$ cat config.mk
export PLATFORM = sky130hd
export DESIGN_NAME = vga_example
export DESIGN_NICKNAME = d
export VERILOG_FILES = /design/src/hw/vga_pkg.sv /design/src/hw/vga_timing.sv /design/src/hw/draw_background.sv /design/src/hw/ship_control.sv /design/src/hw/draw_ship.sv /design/src/hw/font_rom.sv /design/src/hw/draw_rect_char.sv /design/src/hw/vga_example.sv
export SDC_FILE = /design/constraint.sdc
export NUM_CORES = 1
export LEC_CHECK = 0
export BUFFER_PORTS_ARGS = -buffer_cell sky130_fd_sc_hd__buf_2
export CORE_ASPECT_RATIO = 0.8
export CORE_MARGIN = 2
export CORE_UTILIZATION = 57
export DETAILED_ROUTE_END_ITERATION = 8
export GPL_ROUTABILITY_DRIVEN = 0
export PLACE_DENSITY = 0.77
export SLEW_MARGIN = 20
export SYNTH_ARGS = -nofsm -noshare
export SYNTH_HDL_FRONTEND = slang
export SYNTH_SLANG_ARGS = --single-unit
$ cat constraint.sdc
create_clock -name pclk -period 2.5 [get_ports pclk]
set_input_delay 0.25 -clock pclk [delete_from_list [all_inputs] [get_ports pclk]]
set_output_delay 0.25 -clock pclk [all_outputs]
set_load 0.02 [all_outputs]
$ cat src/hw/vga_pkg.sv
/*
  Shared constants and types for the 1024x768 arcade video pipeline.
  Timing is the XGA 60 Hz mode on a 65 MHz pixel clock, both syncs active low.
  Game sizes assume the ship, missile and caption stay inside the visible area.
*/
`default_nettype none

package vga_pkg;

  // XGA 1024x768 raster, in pixels and lines
  localparam int H_TOTAL      = 1344;
  localparam int H_ACTIVE     = 1024;
  localparam int H_SYNC_START = 1048;
  localparam int H_SYNC_WIDTH = 136;
  localparam int V_TOTAL      = 806;
  localparam int V_ACTIVE     = 768;
  localparam int V_SYNC_START = 771;
  localparam int V_SYNC_WIDTH = 6;

  typedef logic [10:0] coord_t;
  typedef logic [11:0] rgb_t;
  // Glyph index in the upper 3 bits, glyph row in the lower 4
  typedef logic [6:0]  font_addr_t;
  typedef logic [7:0]  font_row_t;

  typedef struct packed {
    coord_t hcount;
    coord_t vcount;
    logic   hsync;
    logic   vsync;
    logic   hblnk;
    logic   vblnk;
  } vga_bus_t;

  // Raster value held in every stage while in reset, syncs inactive
  localparam vga_bus_t VGA_BUS_RESET = '{
    hcount: '0, vcount: '0, hsync: 1'b1, vsync: 1'b1, hblnk: 1'b0, vblnk: 1'b0
  };

  localparam rgb_t BG_COLOR     = 12'h124;
  localparam rgb_t BORDER_COLOR = 12'hccc;

  localparam coord_t SHIP_Y      = 11'd700;
  localparam coord_t SHIP_W      = 11'd64;
  localparam coord_t SHIP_H      = 11'd32;
  localparam coord_t SHIP_STEP   = 11'd8;
  localparam coord_t SHIP_X_INIT = 11'd480;
  localparam coord_t SHIP_X_MAX  = coord_t'(H_ACTIVE) - SHIP_W;
  localparam rgb_t   SHIP_COLOR  = 12'h0f0;

  localparam coord_t MISSILE_W       = 11'd4;
  localparam coord_t MISSILE_H       = 11'd16;
  localparam coord_t MISSILE_STEP    = 11'd24;
  localparam coord_t MISSILE_X_OFS   = (SHIP_W - MISSILE_W) / 2;
  localparam coord_t MISSILE_Y_START = SHIP_Y - MISSILE_H;
  localparam rgb_t   MISSILE_COLOR   = 12'hff0;

  // Caption box of one row of 8x16 characters
  localparam coord_t TEXT_X         = 11'd32;
  localparam coord_t TEXT_Y         = 11'd32;
  localparam coord_t TEXT_COLS      = 11'd8;
  localparam coord_t CHAR_W         = 11'd8;
  localparam coord_t CHAR_H         = 11'd16;
  localparam coord_t TEXT_W         = TEXT_COLS * CHAR_W;
  localparam rgb_t   TEXT_BOX_COLOR = 12'h333;
  localparam rgb_t   TEXT_COLOR     = 12'hfa0;

  typedef enum logic {
    IDLE,
    FLYING
  } ctrl_state_t;

endpackage

`default_nettype wire

$ cat src/hw/vga_timing.sv
/*
  Free-running XGA raster generator with registered counters and flags.
  During reset the counters sit at zero and both syncs are inactive (high).
*/
`default_nettype none

module vga_timing
  import vga_pkg::*;
(
  input  logic     pclk,
  input  logic     rst,
  output vga_bus_t vga
);

  coord_t h_next;
  coord_t v_next;

  // Next raster position, with line wrap and frame wrap
  always_comb begin
    if (vga.hcount == coord_t'(H_TOTAL - 1)) begin
      h_next = '0;
      if (vga.vcount == coord_t'(V_TOTAL - 1)) begin
        v_next = '0;
      end else begin
        v_next = vga.vcount + 11'd1;
      end
    end else begin
      h_next = vga.hcount + 11'd1;
      v_next = vga.vcount;
    end
  end

  // Flags come from the next counter values so they line up with the counters
  always_ff @(posedge pclk) begin
    if (rst) begin
      vga <= VGA_BUS_RESET;
    end else begin
      vga.hcount <= h_next;
      vga.vcount <= v_next;
      vga.hsync  <= !((h_next >= H_SYNC_START) &&
                      (h_next < H_SYNC_START + H_SYNC_WIDTH));
      vga.vsync  <= !((v_next >= V_SYNC_START) &&
                      (v_next < V_SYNC_START + V_SYNC_WIDTH));
      vga.hblnk  <= (h_next >= H_ACTIVE);
      vga.vblnk  <= (v_next >= V_ACTIVE);
    end
  end

endmodule

`default_nettype wire

$ cat src/hw/draw_background.sv
/*
  Background painter with one cycle of latency.
  Blanking pixels are black, the outermost visible ring is the border colour.
*/
`default_nettype none

module draw_background
  import vga_pkg::*;
(
  input  logic     pclk,
  input  logic     rst,
  input  vga_bus_t vga_in,
  output vga_bus_t vga_out,
  output rgb_t     rgb_out
);

  logic blank;
  logic on_border;

  assign blank = vga_in.hblnk || vga_in.vblnk;

  assign on_border = (vga_in.hcount == '0) ||
                     (vga_in.hcount == coord_t'(H_ACTIVE - 1)) ||
                     (vga_in.vcount == '0) ||
                     (vga_in.vcount == coord_t'(V_ACTIVE - 1));

  always_ff @(posedge pclk) begin
    if (rst) begin
      vga_out <= VGA_BUS_RESET;
      rgb_out <= '0;
    end else begin
      vga_out <= vga_in;
      if (blank) begin
        rgb_out <= '0;
      end else if (on_border) begin
        rgb_out <= BORDER_COLOR;
      end else begin
        rgb_out <= BG_COLOR;
      end
    end
  end

endmodule

`default_nettype wire

$ cat src/hw/ship_control.sv
/*
  Game state for the ship and its missile, updated once per frame.
  Buttons are sampled only in the frame start cycle and must already be
  synchronous to pclk. Only one missile can be in flight at a time.
*/
`default_nettype none

module ship_control
  import vga_pkg::*;
(
  input  logic     pclk,
  input  logic     rst,
  input  vga_bus_t vga_in,
  input  logic     left,
  input  logic     right,
  input  logic     missile_button,
  output coord_t   ship_x,
  output coord_t   missile_x,
  output coord_t   missile_y,
  output logic     missile_active
);

  ctrl_state_t state;
  logic        frame_start;
  logic        launch;
  logic        climb;
  coord_t      ship_x_next;

  // First pixel of the frame, seen one cycle before the drawing stages see it
  assign frame_start = (vga_in.hcount == '0) && (vga_in.vcount == '0);

  assign launch = frame_start && (state == IDLE) && missile_button;
  assign climb  = frame_start && (state == FLYING) && (missile_y >= MISSILE_STEP);

  // Ship move, clamped to the visible width
  always_comb begin
    ship_x_next = ship_x;
    if (right && !left) begin
      if (ship_x > SHIP_X_MAX - SHIP_STEP) begin
        ship_x_next = SHIP_X_MAX;
      end else begin
        ship_x_next = ship_x + SHIP_STEP;
      end
    end else if (left && !right) begin
      if (ship_x < SHIP_STEP) begin
        ship_x_next = '0;
      end else begin
        ship_x_next = ship_x - SHIP_STEP;
      end
    end
  end

  always_ff @(posedge pclk) begin
    if (rst) begin
      state  <= IDLE;
      ship_x <= SHIP_X_INIT;
    end else if (frame_start) begin
      ship_x <= ship_x_next;
      case (state)
        IDLE: if (missile_button) state <= FLYING;
        // Leaves the screen once another climb would pass line 0
        FLYING: if (missile_y < MISSILE_STEP) state <= IDLE;
        default: state <= IDLE;
      endcase
    end
  end

  // Missile launches from the nose of the ship as drawn in this frame
  always_ff @(posedge pclk) begin
    if (launch) begin
      missile_x <= ship_x_next + MISSILE_X_OFS;
      missile_y <= MISSILE_Y_START;
    end else if (climb) begin
      missile_y <= missile_y - MISSILE_STEP;
    end
  end

  assign missile_active = (state == FLYING);

endmodule

`default_nettype wire

$ cat src/hw/draw_ship.sv
/*
  Ship and missile overlay with one cycle of latency.
  The missile is drawn over the ship where the two overlap.
  Blanking pixels keep the incoming colour.
*/
`default_nettype none

module draw_ship
  import vga_pkg::*;
(
  input  logic     pclk,
  input  logic     rst,
  input  vga_bus_t vga_in,
  input  rgb_t     rgb_in,
  input  coord_t   ship_x,
  input  coord_t   missile_x,
  input  coord_t   missile_y,
  input  logic     missile_active,
  output vga_bus_t vga_out,
  output rgb_t     rgb_out
);

  logic blank;
  logic in_ship;
  logic in_missile;

  assign blank = vga_in.hblnk || vga_in.vblnk;

  assign in_ship = (vga_in.hcount >= ship_x) &&
                   (vga_in.hcount < ship_x + SHIP_W) &&
                   (vga_in.vcount >= SHIP_Y) &&
                   (vga_in.vcount < SHIP_Y + SHIP_H);

  // Position is only meaningful while the missile flies
  assign in_missile = missile_active &&
                      (vga_in.hcount >= missile_x) &&
                      (vga_in.hcount < missile_x + MISSILE_W) &&
                      (vga_in.vcount >= missile_y) &&
                      (vga_in.vcount < missile_y + MISSILE_H);

  always_ff @(posedge pclk) begin
    if (rst) begin
      vga_out <= VGA_BUS_RESET;
      rgb_out <= '0;
    end else begin
      vga_out <= vga_in;
      if (blank) begin
        rgb_out <= rgb_in;
      end else if (in_missile) begin
        rgb_out <= MISSILE_COLOR;
      end else if (in_ship) begin
        rgb_out <= SHIP_COLOR;
      end else begin
        rgb_out <= rgb_in;
      end
    end
  end

endmodule

`default_nettype wire

$ cat src/hw/font_rom.sv
/*
  Synchronous 8x16 font ROM with the eight glyphs of the caption "PLAYER 1".
  Data appears one cycle after the address. Bit 7 is the leftmost pixel.
*/
`default_nettype none

module font_rom
  import vga_pkg::*;
(
  input  logic       pclk,
  input  font_addr_t addr,
  output font_row_t  pixels
);

  // Whole glyph, top row in the most significant byte
  logic [127:0] glyph;

  always_comb begin
    case (addr[6:4])
      3'd0: glyph = 128'h0;
      // P
      3'd1: glyph = 128'h0000fc6666667c60606060f000000000;
      // L
      3'd2: glyph = 128'h0000f06060606060606266fe00000000;
      // A
      3'd3: glyph = 128'h000010386cc6c6fec6c6c6c600000000;
      // Y
      3'd4: glyph = 128'h0000666666663c181818183c00000000;
      // E
      3'd5: glyph = 128'h0000fe6662687868606266fe00000000;
      // R
      3'd6: glyph = 128'h0000fc6666667c6c666666e600000000;
      // Digit one
      default: glyph = 128'h00001838781818181818187e00000000;
    endcase
  end

  always_ff @(posedge pclk) begin
    pixels <= glyph[127 - 8 * int'(addr[3:0]) -: 8];
  end

endmodule

`default_nettype wire

$ cat src/hw/draw_rect_char.sv
/*
  Caption box overlay with two cycles of latency.
  Expects the font ROM to answer one cycle after font_addr.
  The box is one row of 8 characters, so the column fits in bits 5:3 of the x offset.
*/
`default_nettype none

module draw_rect_char
  import vga_pkg::*;
(
  input  logic       pclk,
  input  logic       rst,
  input  vga_bus_t   vga_in,
  input  rgb_t       rgb_in,
  output vga_bus_t   vga_out,
  output rgb_t       rgb_out,
  output font_addr_t font_addr,
  input  font_row_t  font_pixels
);

  coord_t     rel_x;
  coord_t     rel_y;
  logic       in_box;
  logic [2:0] glyph_idx;
  vga_bus_t   vga_d;
  rgb_t       rgb_d;
  logic       in_box_d;
  logic [2:0] bit_col_d;

  assign rel_x = vga_in.hcount - TEXT_X;
  assign rel_y = vga_in.vcount - TEXT_Y;

  assign in_box = (vga_in.hcount >= TEXT_X) && (vga_in.hcount < TEXT_X + TEXT_W) &&
                  (vga_in.vcount >= TEXT_Y) && (vga_in.vcount < TEXT_Y + CHAR_H);

  // One glyph index per column of the caption "PLAYER 1"
  always_comb begin
    case (rel_x[5:3])
      3'd0: glyph_idx = 3'd1;
      3'd1: glyph_idx = 3'd2;
      3'd2: glyph_idx = 3'd3;
      3'd3: glyph_idx = 3'd4;
      3'd4: glyph_idx = 3'd5;
      3'd5: glyph_idx = 3'd6;
      3'd6: glyph_idx = 3'd0;
      default: glyph_idx = 3'd7;
    endcase
  end

  assign font_addr = {glyph_idx, rel_y[3:0]};

  // Stage 1 waits for the ROM
  always_ff @(posedge pclk) begin
    if (rst) begin
      vga_d    <= VGA_BUS_RESET;
      in_box_d <= 1'b0;
    end else begin
      vga_d    <= vga_in;
      in_box_d <= in_box;
    end
  end

  always_ff @(posedge pclk) begin
    rgb_d     <= rgb_in;
    bit_col_d <= rel_x[2:0];
  end

  // Stage 2 picks the glyph bit
  always_ff @(posedge pclk) begin
    if (rst) begin
      vga_out <= VGA_BUS_RESET;
      rgb_out <= '0;
    end else begin
      vga_out <= vga_d;
      if (!in_box_d) begin
        rgb_out <= rgb_d;
      end else if (font_pixels[3'd7 - bit_col_d]) begin
        rgb_out <= TEXT_COLOR;
      end else begin
        rgb_out <= TEXT_BOX_COLOR;
      end
    end
  end

endmodule

`default_nettype wire

$ cat src/hw/vga_example.sv
/*
  Top level of the arcade screen. pclk is the 65 MHz pixel clock.
  hs, vs and the colour pins lag the raster counters by 4 cycles.
*/
`default_nettype none

module vga_example
  import vga_pkg::*;
(
  input  logic       pclk,
  input  logic       rst,
  input  logic       left,
  input  logic       right,
  input  logic       missile_button,
  output logic       vs,
  output logic       hs,
  output logic [3:0] r,
  output logic [3:0] g,
  output logic [3:0] b
);

  vga_bus_t   vga_tim;
  vga_bus_t   vga_bg;
  vga_bus_t   vga_ship;
  vga_bus_t   vga_txt;
  rgb_t       rgb_bg;
  rgb_t       rgb_ship;
  rgb_t       rgb_txt;
  coord_t     ship_x;
  coord_t     missile_x;
  coord_t     missile_y;
  logic       missile_active;
  font_addr_t font_addr;
  font_row_t  font_pixels;

  vga_timing my_timing (
    .pclk(pclk),
    .rst (rst),
    .vga (vga_tim)
  );

  ship_control my_ship_control (
    .pclk          (pclk),
    .rst           (rst),
    .vga_in        (vga_tim),
    .left          (left),
    .right         (right),
    .missile_button(missile_button),
    .ship_x        (ship_x),
    .missile_x     (missile_x),
    .missile_y     (missile_y),
    .missile_active(missile_active)
  );

  draw_background my_draw_background (
    .pclk   (pclk),
    .rst    (rst),
    .vga_in (vga_tim),
    .vga_out(vga_bg),
    .rgb_out(rgb_bg)
  );

  draw_ship my_draw_ship (
    .pclk          (pclk),
    .rst           (rst),
    .vga_in        (vga_bg),
    .rgb_in        (rgb_bg),
    .ship_x        (ship_x),
    .missile_x     (missile_x),
    .missile_y     (missile_y),
    .missile_active(missile_active),
    .vga_out       (vga_ship),
    .rgb_out       (rgb_ship)
  );

  draw_rect_char my_draw_rect_char (
    .pclk       (pclk),
    .rst        (rst),
    .vga_in     (vga_ship),
    .rgb_in     (rgb_ship),
    .vga_out    (vga_txt),
    .rgb_out    (rgb_txt),
    .font_addr  (font_addr),
    .font_pixels(font_pixels)
  );

  font_rom my_font_rom (
    .pclk  (pclk),
    .addr  (font_addr),
    .pixels(font_pixels)
  );

  // Final stage straight onto the pins
  assign hs = vga_txt.hsync;
  assign vs = vga_txt.vsync;
  assign r  = rgb_txt[11:8];
  assign g  = rgb_txt[7:4];
  assign b  = rgb_txt[3:0];

endmodule

`default_nettype wire

=== Yosys cells after proc, flatten, opt, wreduce, memory -nomap -nowiden ===
Cells that the tools add are included.

* Bitwise operators: 1
* Reduce and logical (&&, ||, !) cells: 33
* Muxes and demuxes: 20
* $add $sub $neg: 13
* Shifts and indexed selects: 1
* Equality and inequality tests: 16
* Order comparisons: 23

{| class="wikitable"
|+ Operators with widths
! kind !! number
|-
| case mux 112 bit (7 select lines) || 1
|-
| indexed part select 135 x 32 -> 8 bit || 1
|-
| 2-to-1 mux 11 bit || 7
|-
| 2-to-1 mux 12 bit || 6
|-
| == test 11 x 10 -> 1 bit (second input constant) || 3
|-
| >= comparator 11 x 10 -> 1 bit (second input constant) || 3
|-
| >= comparator 11 bit || 3
|-
| < comparator 11 bit || 3
|-
| adder 11 x 1 -> 11 bit (second input constant) || 2
|-
| adder 11 x 5 -> 11 bit (second input constant) || 2
|-
| >= comparator 11 bit (second input constant) || 2
|-
| >= comparator 11 x 6 -> 1 bit (second input constant) || 2
|-
| zero test 11 bit || 2
|-
| < comparator 11 x 10 -> 1 bit (second input constant) || 2
|-
| case mux 3 bit (7 select lines) || 1
|-
| logical AND 1 bit || 19
|-
| == test 3 bit (second input constant) || 6
|-
| == test 3 x 2 -> 1 bit (second input constant) || 4
|-
| adder 11 x 3 -> 11 bit (second input constant) || 1
|-
| adder 11 x 4 -> 11 bit (second input constant) || 1
|-
| adder 11 x 7 -> 11 bit (second input constant) || 1
|-
| == test 11 bit (second input constant) || 1
|-
| >= comparator 11 x 5 -> 1 bit (second input constant) || 1
|-
| > comparator 11 x 10 -> 1 bit (second input constant) || 1
|-
| 21 further kinds || 32
|}

* Word-level logic and storage cells: 138
* Register bits after elaboration: 174
* Bits of input ports: 5

=== Logic depth before layout (Yosys ltp) ===
* Depth after elaboration: 8
* Depth in mapped cells: 12

=== Hierarchy ===
From an unflattened synthesis, not the netlist that was laid out.

* Cell total of the unflattened synthesis: 1062
* Area, all modules: 10177.3 um^2

{| class="wikitable"
|+ Modules (own cells, without submodules)
! module !! area each (um^2) !! cells each !! times used
|-
| draw_ship || 2697.6 || 297 || 1
|-
| draw_rect_char || 2331.0 || 190 || 1
|-
| ship_control || 1889.3 || 202 || 1
|-
| vga_timing || 1532.7 || 181 || 1
|-
| draw_background || 945.9 || 86 || 1
|-
| font_rom || 780.7 || 106 || 1
|}

=== Least setup slack after synthesis ===
No wires, ideal clock.

* Path type: register to register
* Start point: register my_ship_control.ship_x[6]
* End point: register my_ship_control.missile_x[9], data pin
* Setup slack: -0.196 ns
* Arrival: 2.427 ns
* Stages on the path, launching flop included: 13
* Period minus slack after synthesis: 2.696 ns
* Path buffers: 1
* Cell sequence: dfxtp_1 clkbuf_1 inv_1 ha_1 nor4b_1 a211o_1 a21oi_1 nor2_1 nand2_1 ha_1 nand3_1 and4b_1 xor2_1

* Word-level cells in the longest chain between the ends: 5
* Elaborated cells between the ends (all ways): 9
* Those cells by class: add/sub: 3; order compare: 2; mux: 4

{| class="wikitable"
|+ RTL lines
! what !! line !! text
|-
| from (decl) || ship_control.sv:17 || <nowiki>output coord_t ship_x,</nowiki>
|-
| from (signal assigned) || ship_control.sv:58 || <nowiki>ship_x <= ship_x_next;</nowiki>
|-
| subtractor 11 x 4 -> 11 bit or < comparator 11 x 4 -> 1 bit (tied branches) || ship_control.sv:48, ship_control.sv:45 ||
|-
| 2-to-1 mux 11 bit || ship_control.sv:45 || <nowiki>if (ship_x < SHIP_STEP) begin</nowiki>
|-
| 2-to-1 mux 11 bit || ship_control.sv:44 || <nowiki>end else if (left && !right) begin</nowiki>
|-
| 2-to-1 mux 11 bit (*) || ship_control.sv:38 || <nowiki>if (right && !left) begin</nowiki>
|-
| adder 11 x 5 -> 11 bit (*) || ship_control.sv:71 || <nowiki>missile_x <= ship_x_next + MISSILE_X_OFS;</nowiki>
|-
| to (signal assigned) || ship_control.sv:71 ||
|-
| to (decl) || ship_control.sv:18 || <nowiki>output coord_t missile_x,</nowiki>
|}

Mark *: on every way between the ends. The rest lies on a longest branch, timed or not.
A chain may end at the register's enable or synchronous reset.

=== Final worst setup path ===
* Start point: register my_ship_control.missile_x[5]
* End point: register my_draw_ship.rgb_out[8]

* Word-level cells in the longest chain between the ends: 7
* Elaborated cells between the ends (all ways): 9
* Those cells by class: add/sub: 1; order compare: 2; mux: 2; reduce/logical: 4

{| class="wikitable"
|+ RTL lines
! what !! line !! text
|-
| adder 11 x 3 -> 11 bit or >= comparator 11 bit (tied branches) || draw_ship.sv:37, draw_ship.sv:36 ||
|-
| < comparator 11 bit or logical AND 1 bit (tied branches) || draw_ship.sv:37, draw_ship.sv:35 ||
|-
| logical AND 1 bit (*) || draw_ship.sv:36 || <nowiki>(vga_in.hcount >= missile_x) &&</nowiki>
|-
| logical AND 1 bit (*) || draw_ship.sv:37 || <nowiki>(vga_in.hcount < missile_x + MISSILE_W) &&</nowiki>
|-
| logical AND 1 bit (*) || draw_ship.sv:38 || <nowiki>(vga_in.vcount >= missile_y) &&</nowiki>
|-
| 2-to-1 mux 12 bit (*) || draw_ship.sv:49 || <nowiki>end else if (in_missile) begin</nowiki>
|-
| 2-to-1 mux 12 bit (*) || draw_ship.sv:47 || <nowiki>if (blank) begin</nowiki>
|-
| to (signal assigned) || draw_ship.sv:48 || <nowiki>rgb_out <= rgb_in;</nowiki>
|-
| to (signal assigned) || draw_ship.sv:54 || <nowiki>rgb_out <= rgb_in;</nowiki>
|-
| to (decl) || draw_ship.sv:20 || <nowiki>output rgb_t rgb_out</nowiki>
|}

Marks and branches as above.

==> flow_summary.json <==
{
  "grt_overflow": 0,
  "powerDensity_mw_per_mm2": 629,
  "drt-pass1-iter-count": 5,
  "n_fill_cell": 1085,
  "async_flop_share_pct": 0,
  "setup_violations": 9,
  "seqCellArea_mm2": 0.00314,
  "layout.nets": 1092,
  "root_buffer": "clkbuf_16",
  "dp_hpwl_mm": 14.2,
  "synth_seq_area_share_pct": 38.4,
  "cp_slowest_cell": "edfxtp_1",
  "postSynthAreaPerCell_um2": 8.77,
  "period_needed_ns": 2.63,
  "synth_top_cell_by_area": "dfxtp_1",
  "hold_class": "in2reg",
  "synth_top_cell_area_share_pct": 34.3,
  "tritoncts": "done",
  "grt-busiest-layer": "met2",
  "drt_iter0_drc": 666,
  "synth_warnings": 0,
  "area_delta_synth_final_pct": 19.4,
  "period_share_pct": 105,
  "maxCapViolCount": 0,
  "synth_area_mm2": 0.00817,
  "ir_drop_uv": 545,
  "start_kind": "flip-flop",
  "yosysUniqueCellTypes": 70,
  "fmax_ghz": 0.381,
  "cts_num_sinks": 151,
  "path_cells": "inv_2 > nor4_4 > nand2_2 > xnor2_2 > ha_1 > a21o_1 > a21o_1 > a221oi_2 > o211a_1 > nand4_1 > buf_6 > a21oi_2",
  "clk_pin_slew_ns": 0.06,
  "total_leakage_power_nw": 4.13,
  "multi_input_area_mm2": 0.00476,
  "clock-skew-final_ns": 0.00585,
  "ant_nets": 0,
  "cp_max_fo": 5,
  "drc": 0,
  "slew_viol_final": 0,
  "crit_top_cell": "a21o_1",
  "grt_max_degree": 62,
  "ctsHoldBuffers": 0,
  "coreArea_mm2": 0.0142,
  "num_vias": 7070,
  "path_class": "reg2reg",
  "hold_violations": 0,
  "numCtsBuffers": 17,
  "slew_headroom_pct": 44.5,
  "clock_latency_ns": 0.42,
  "synth_edf_count": 11,
  "power.total_mw": 6.13,
  "synth_cells": 931,
  "synth-main-ff-cell": "dfxtp_1",
  "avgRoutedWirePerCell_um": 16.2,
  "outcome": "complete, but fails checks",
  "tightest_slew_ns": 0.830,
  "track_usage_pct": 26.1,
  "violations": "setup timing",
  "grt_pass1_vias": 6480,
  "synth_seq_cells": 151,
  "via_per_inst": 5.84,
  "fp.dieW_um": 138,
  "n_antenna_cell": 0,
  "synth_top_cells_by_area": "dfxtp_1, ha_1, edfxtp_1",
  "dieArea_mm2": 0.0153,
  "cts_htree_levels": 4,
  "grtUsageMet1_pct": 36.6,
  "endpoint_kind": "flip-flop",
  "synth_nets": 1008,
  "met3_usage_pct": 7.45,
  "layout_setup_ws_ns": -0.127,
  "arrival_ns": 2.98,
  "die_h_um": 111,
  "port_buffers": 18,
  "routed_wl_mm": 19.6,
  "io_pins": 19,
  "critPathMaxStageDelay_ns": 0.38,
  "cts_buffer_depth": 2,
  "crit_required_ns": 2.85,
  "antenna_found_initial": 0,
  "initial_utilization_pct": 57.7,
  "drive_above_1_share_pct": 18.7,
  "rsz0062_at_grt": "true",
  "rows": 39,
  "grt_pass1_wl_mm": 31.4,
  "pre_cts_slack_ns": -0.120,
  "grtUsageMet2_pct": 39.4
}
## power by group
part / internal (mW) / switching (mW)
Sequential: 2.54 / 0.0657
Clock: 1.50 / 0.978
Combinational: 0.482 / 0.571
## area by class of cell
class / count / share of cell area [%]
clock buffers: 21 / 4.62
multi-input cells: 675 / 48.9
inverters: 57 / 2.26
well taps: 184 / 2.36
repair buffers: 113 / 8.43
clock inverters: 10 / 1.27
flip-flops and latches: 151 / 32.2
## cells by family (layout without fill, tap and decap cells)
logic type	count (synthesis)	after routing	synth area share (%)
AND/OR/NAND/NOR	349	349	22.8
AO/OA/AOI/OAI	199	199	16.5
flip-flops	151	151	38.4
buffers and inverters	105	201	5.09
adder cells (fa/ha/maj)	72	72	11.0
XOR/XNOR	49	49	5.26
multiplexers	6	6	0.904
## routing by layer
layer | routed length, um | up-vias
met5 | 0 | -
met4 | 289 | 0
met3 | 1580 | 29
met2 | 8660 | 264
met1 | 9110 | 3301
li1 | - | 3476
## cells in the mapped netlist (8+ instances only)
master and number:
a211o_1 9, a211oi_1 12, a21o_1 17, a21oi_1 53, a31oi_1 10, and2_1 11
and3_1 12, clkbuf_1 39, dfxtp_1 140, edfxtp_1 11, ha_1 72, inv_1 57
nand2_1 48, nand2b_1 11, nand3_1 33, nand4_1 13, nor2_1 84, nor2b_1 49
nor3_1 25, nor4_1 12, o21a_1 8, o21ai_0 29, or2_2 12, xnor2_1 37
xor2_1 12
## critical path, delay by kind of cell, from the launching register on
kind            cells  cell delay [ns]
buf+inv             2             0.29
xor+xnor            1             0.15
flops               1             0.38
simple gates        3             0.62
compound gates      5             0.82
fa+ha+maj           1             0.29
## worst paths after layout
path / slack (ns) / startpoint / to / depth (start not counted)
worst max-delay path: -0.13 / my_ship_control.missile_x[5] / my_draw_ship.rgb_out[8] / 12
worst min-delay path: 0.28 / missile_button / my_ship_control.missile_y[3] / 4
worst max register to register: -0.13 / my_ship_control.missile_x[5] / my_draw_ship.rgb_out[8] / 12
worst min register to register: 0.32 / my_draw_ship.rgb_out[8] / my_draw_rect_char.rgb_d[8] / 0
## cell usage in the layout, fill, tap and decap left out, types with 5 or more instances in the layout
cell       synthesis  routed
and3_1            12      12
o21ai_0           29      25
clkbuf_16          0      17
a21oi_1           53      49
nand3b_1           5       5
inv_1             57      53
a31oi_1           10      10
xnor2_1           37      36
xor2_1            12      12
o22ai_1            5       5
nand2_1           48      47
or2_2             12      12
nor2b_1           49      49
a211o_1            9       9
a21o_1            17      17
and2_1            11      11
and4_1             6       6
o21a_1             8       8
nand3_1           33      32
ha_1              72      68
nand2b_1          11      11
edfxtp_1          11      11
nor2_1            84      82
nor3_1            25      24
o2111ai_1          5       5
a211oi_1          12      12
buf_4              2      94
nand4_1           13      13
and4b_1            6       6
nor3b_1            6       6
a21oi_2            1       5
o31ai_1            5       5
buf_2              5      17
dfxtp_1          140     138
nor4_1            12      10
## stage by stage
step	util, %	cell area [um^2]	hold slack [ns]	setup TNS [ns]	cells
2_1_floorplan	-	8190	0.310	-0.00933	931
3_3_place_gp	63.3	8960	0.313	-0.0413	1171
3_5_place_dp	63.3	8960	0.312	-0.808	1171
4_1_cts	67.7	9580	0.261	-0.795	1204
5_1_grt	68.9	9750	0.307	-2.09	1211
6_report	68.9	9750	0.282	-0.797	1211
## registers in the layout, indices dropped and copies added, names as in the netlist
register,flops
my_draw_rect_char.vga_out,2
my_draw_rect_char.rgb_d,8
my_font_rom.pixels,7
my_draw_background.rgb_out,3
my_ship_control.missile_y,8
my_draw_rect_char.in_box_d,1
my_ship_control.missile_x,11
my_draw_rect_char.rgb_out,10
my_timing.vga,26
my_draw_rect_char.vga_d,2
my_ship_control.ship_x,11
my_draw_background.vga_out,26
my_draw_rect_char.bit_col_d,3
my_draw_ship.vga_out,24
my_draw_ship.rgb_out,8
my_ship_control.missile_active,1
## what timing repair did
action                     4_1_cts  5_1_grt
pin swaps                       13       20
resized for setup               10       27
setup endpoints to repair       11       28
setup buffers                    2        8
No activity file was read; power rests on OpenSTA's default activity.
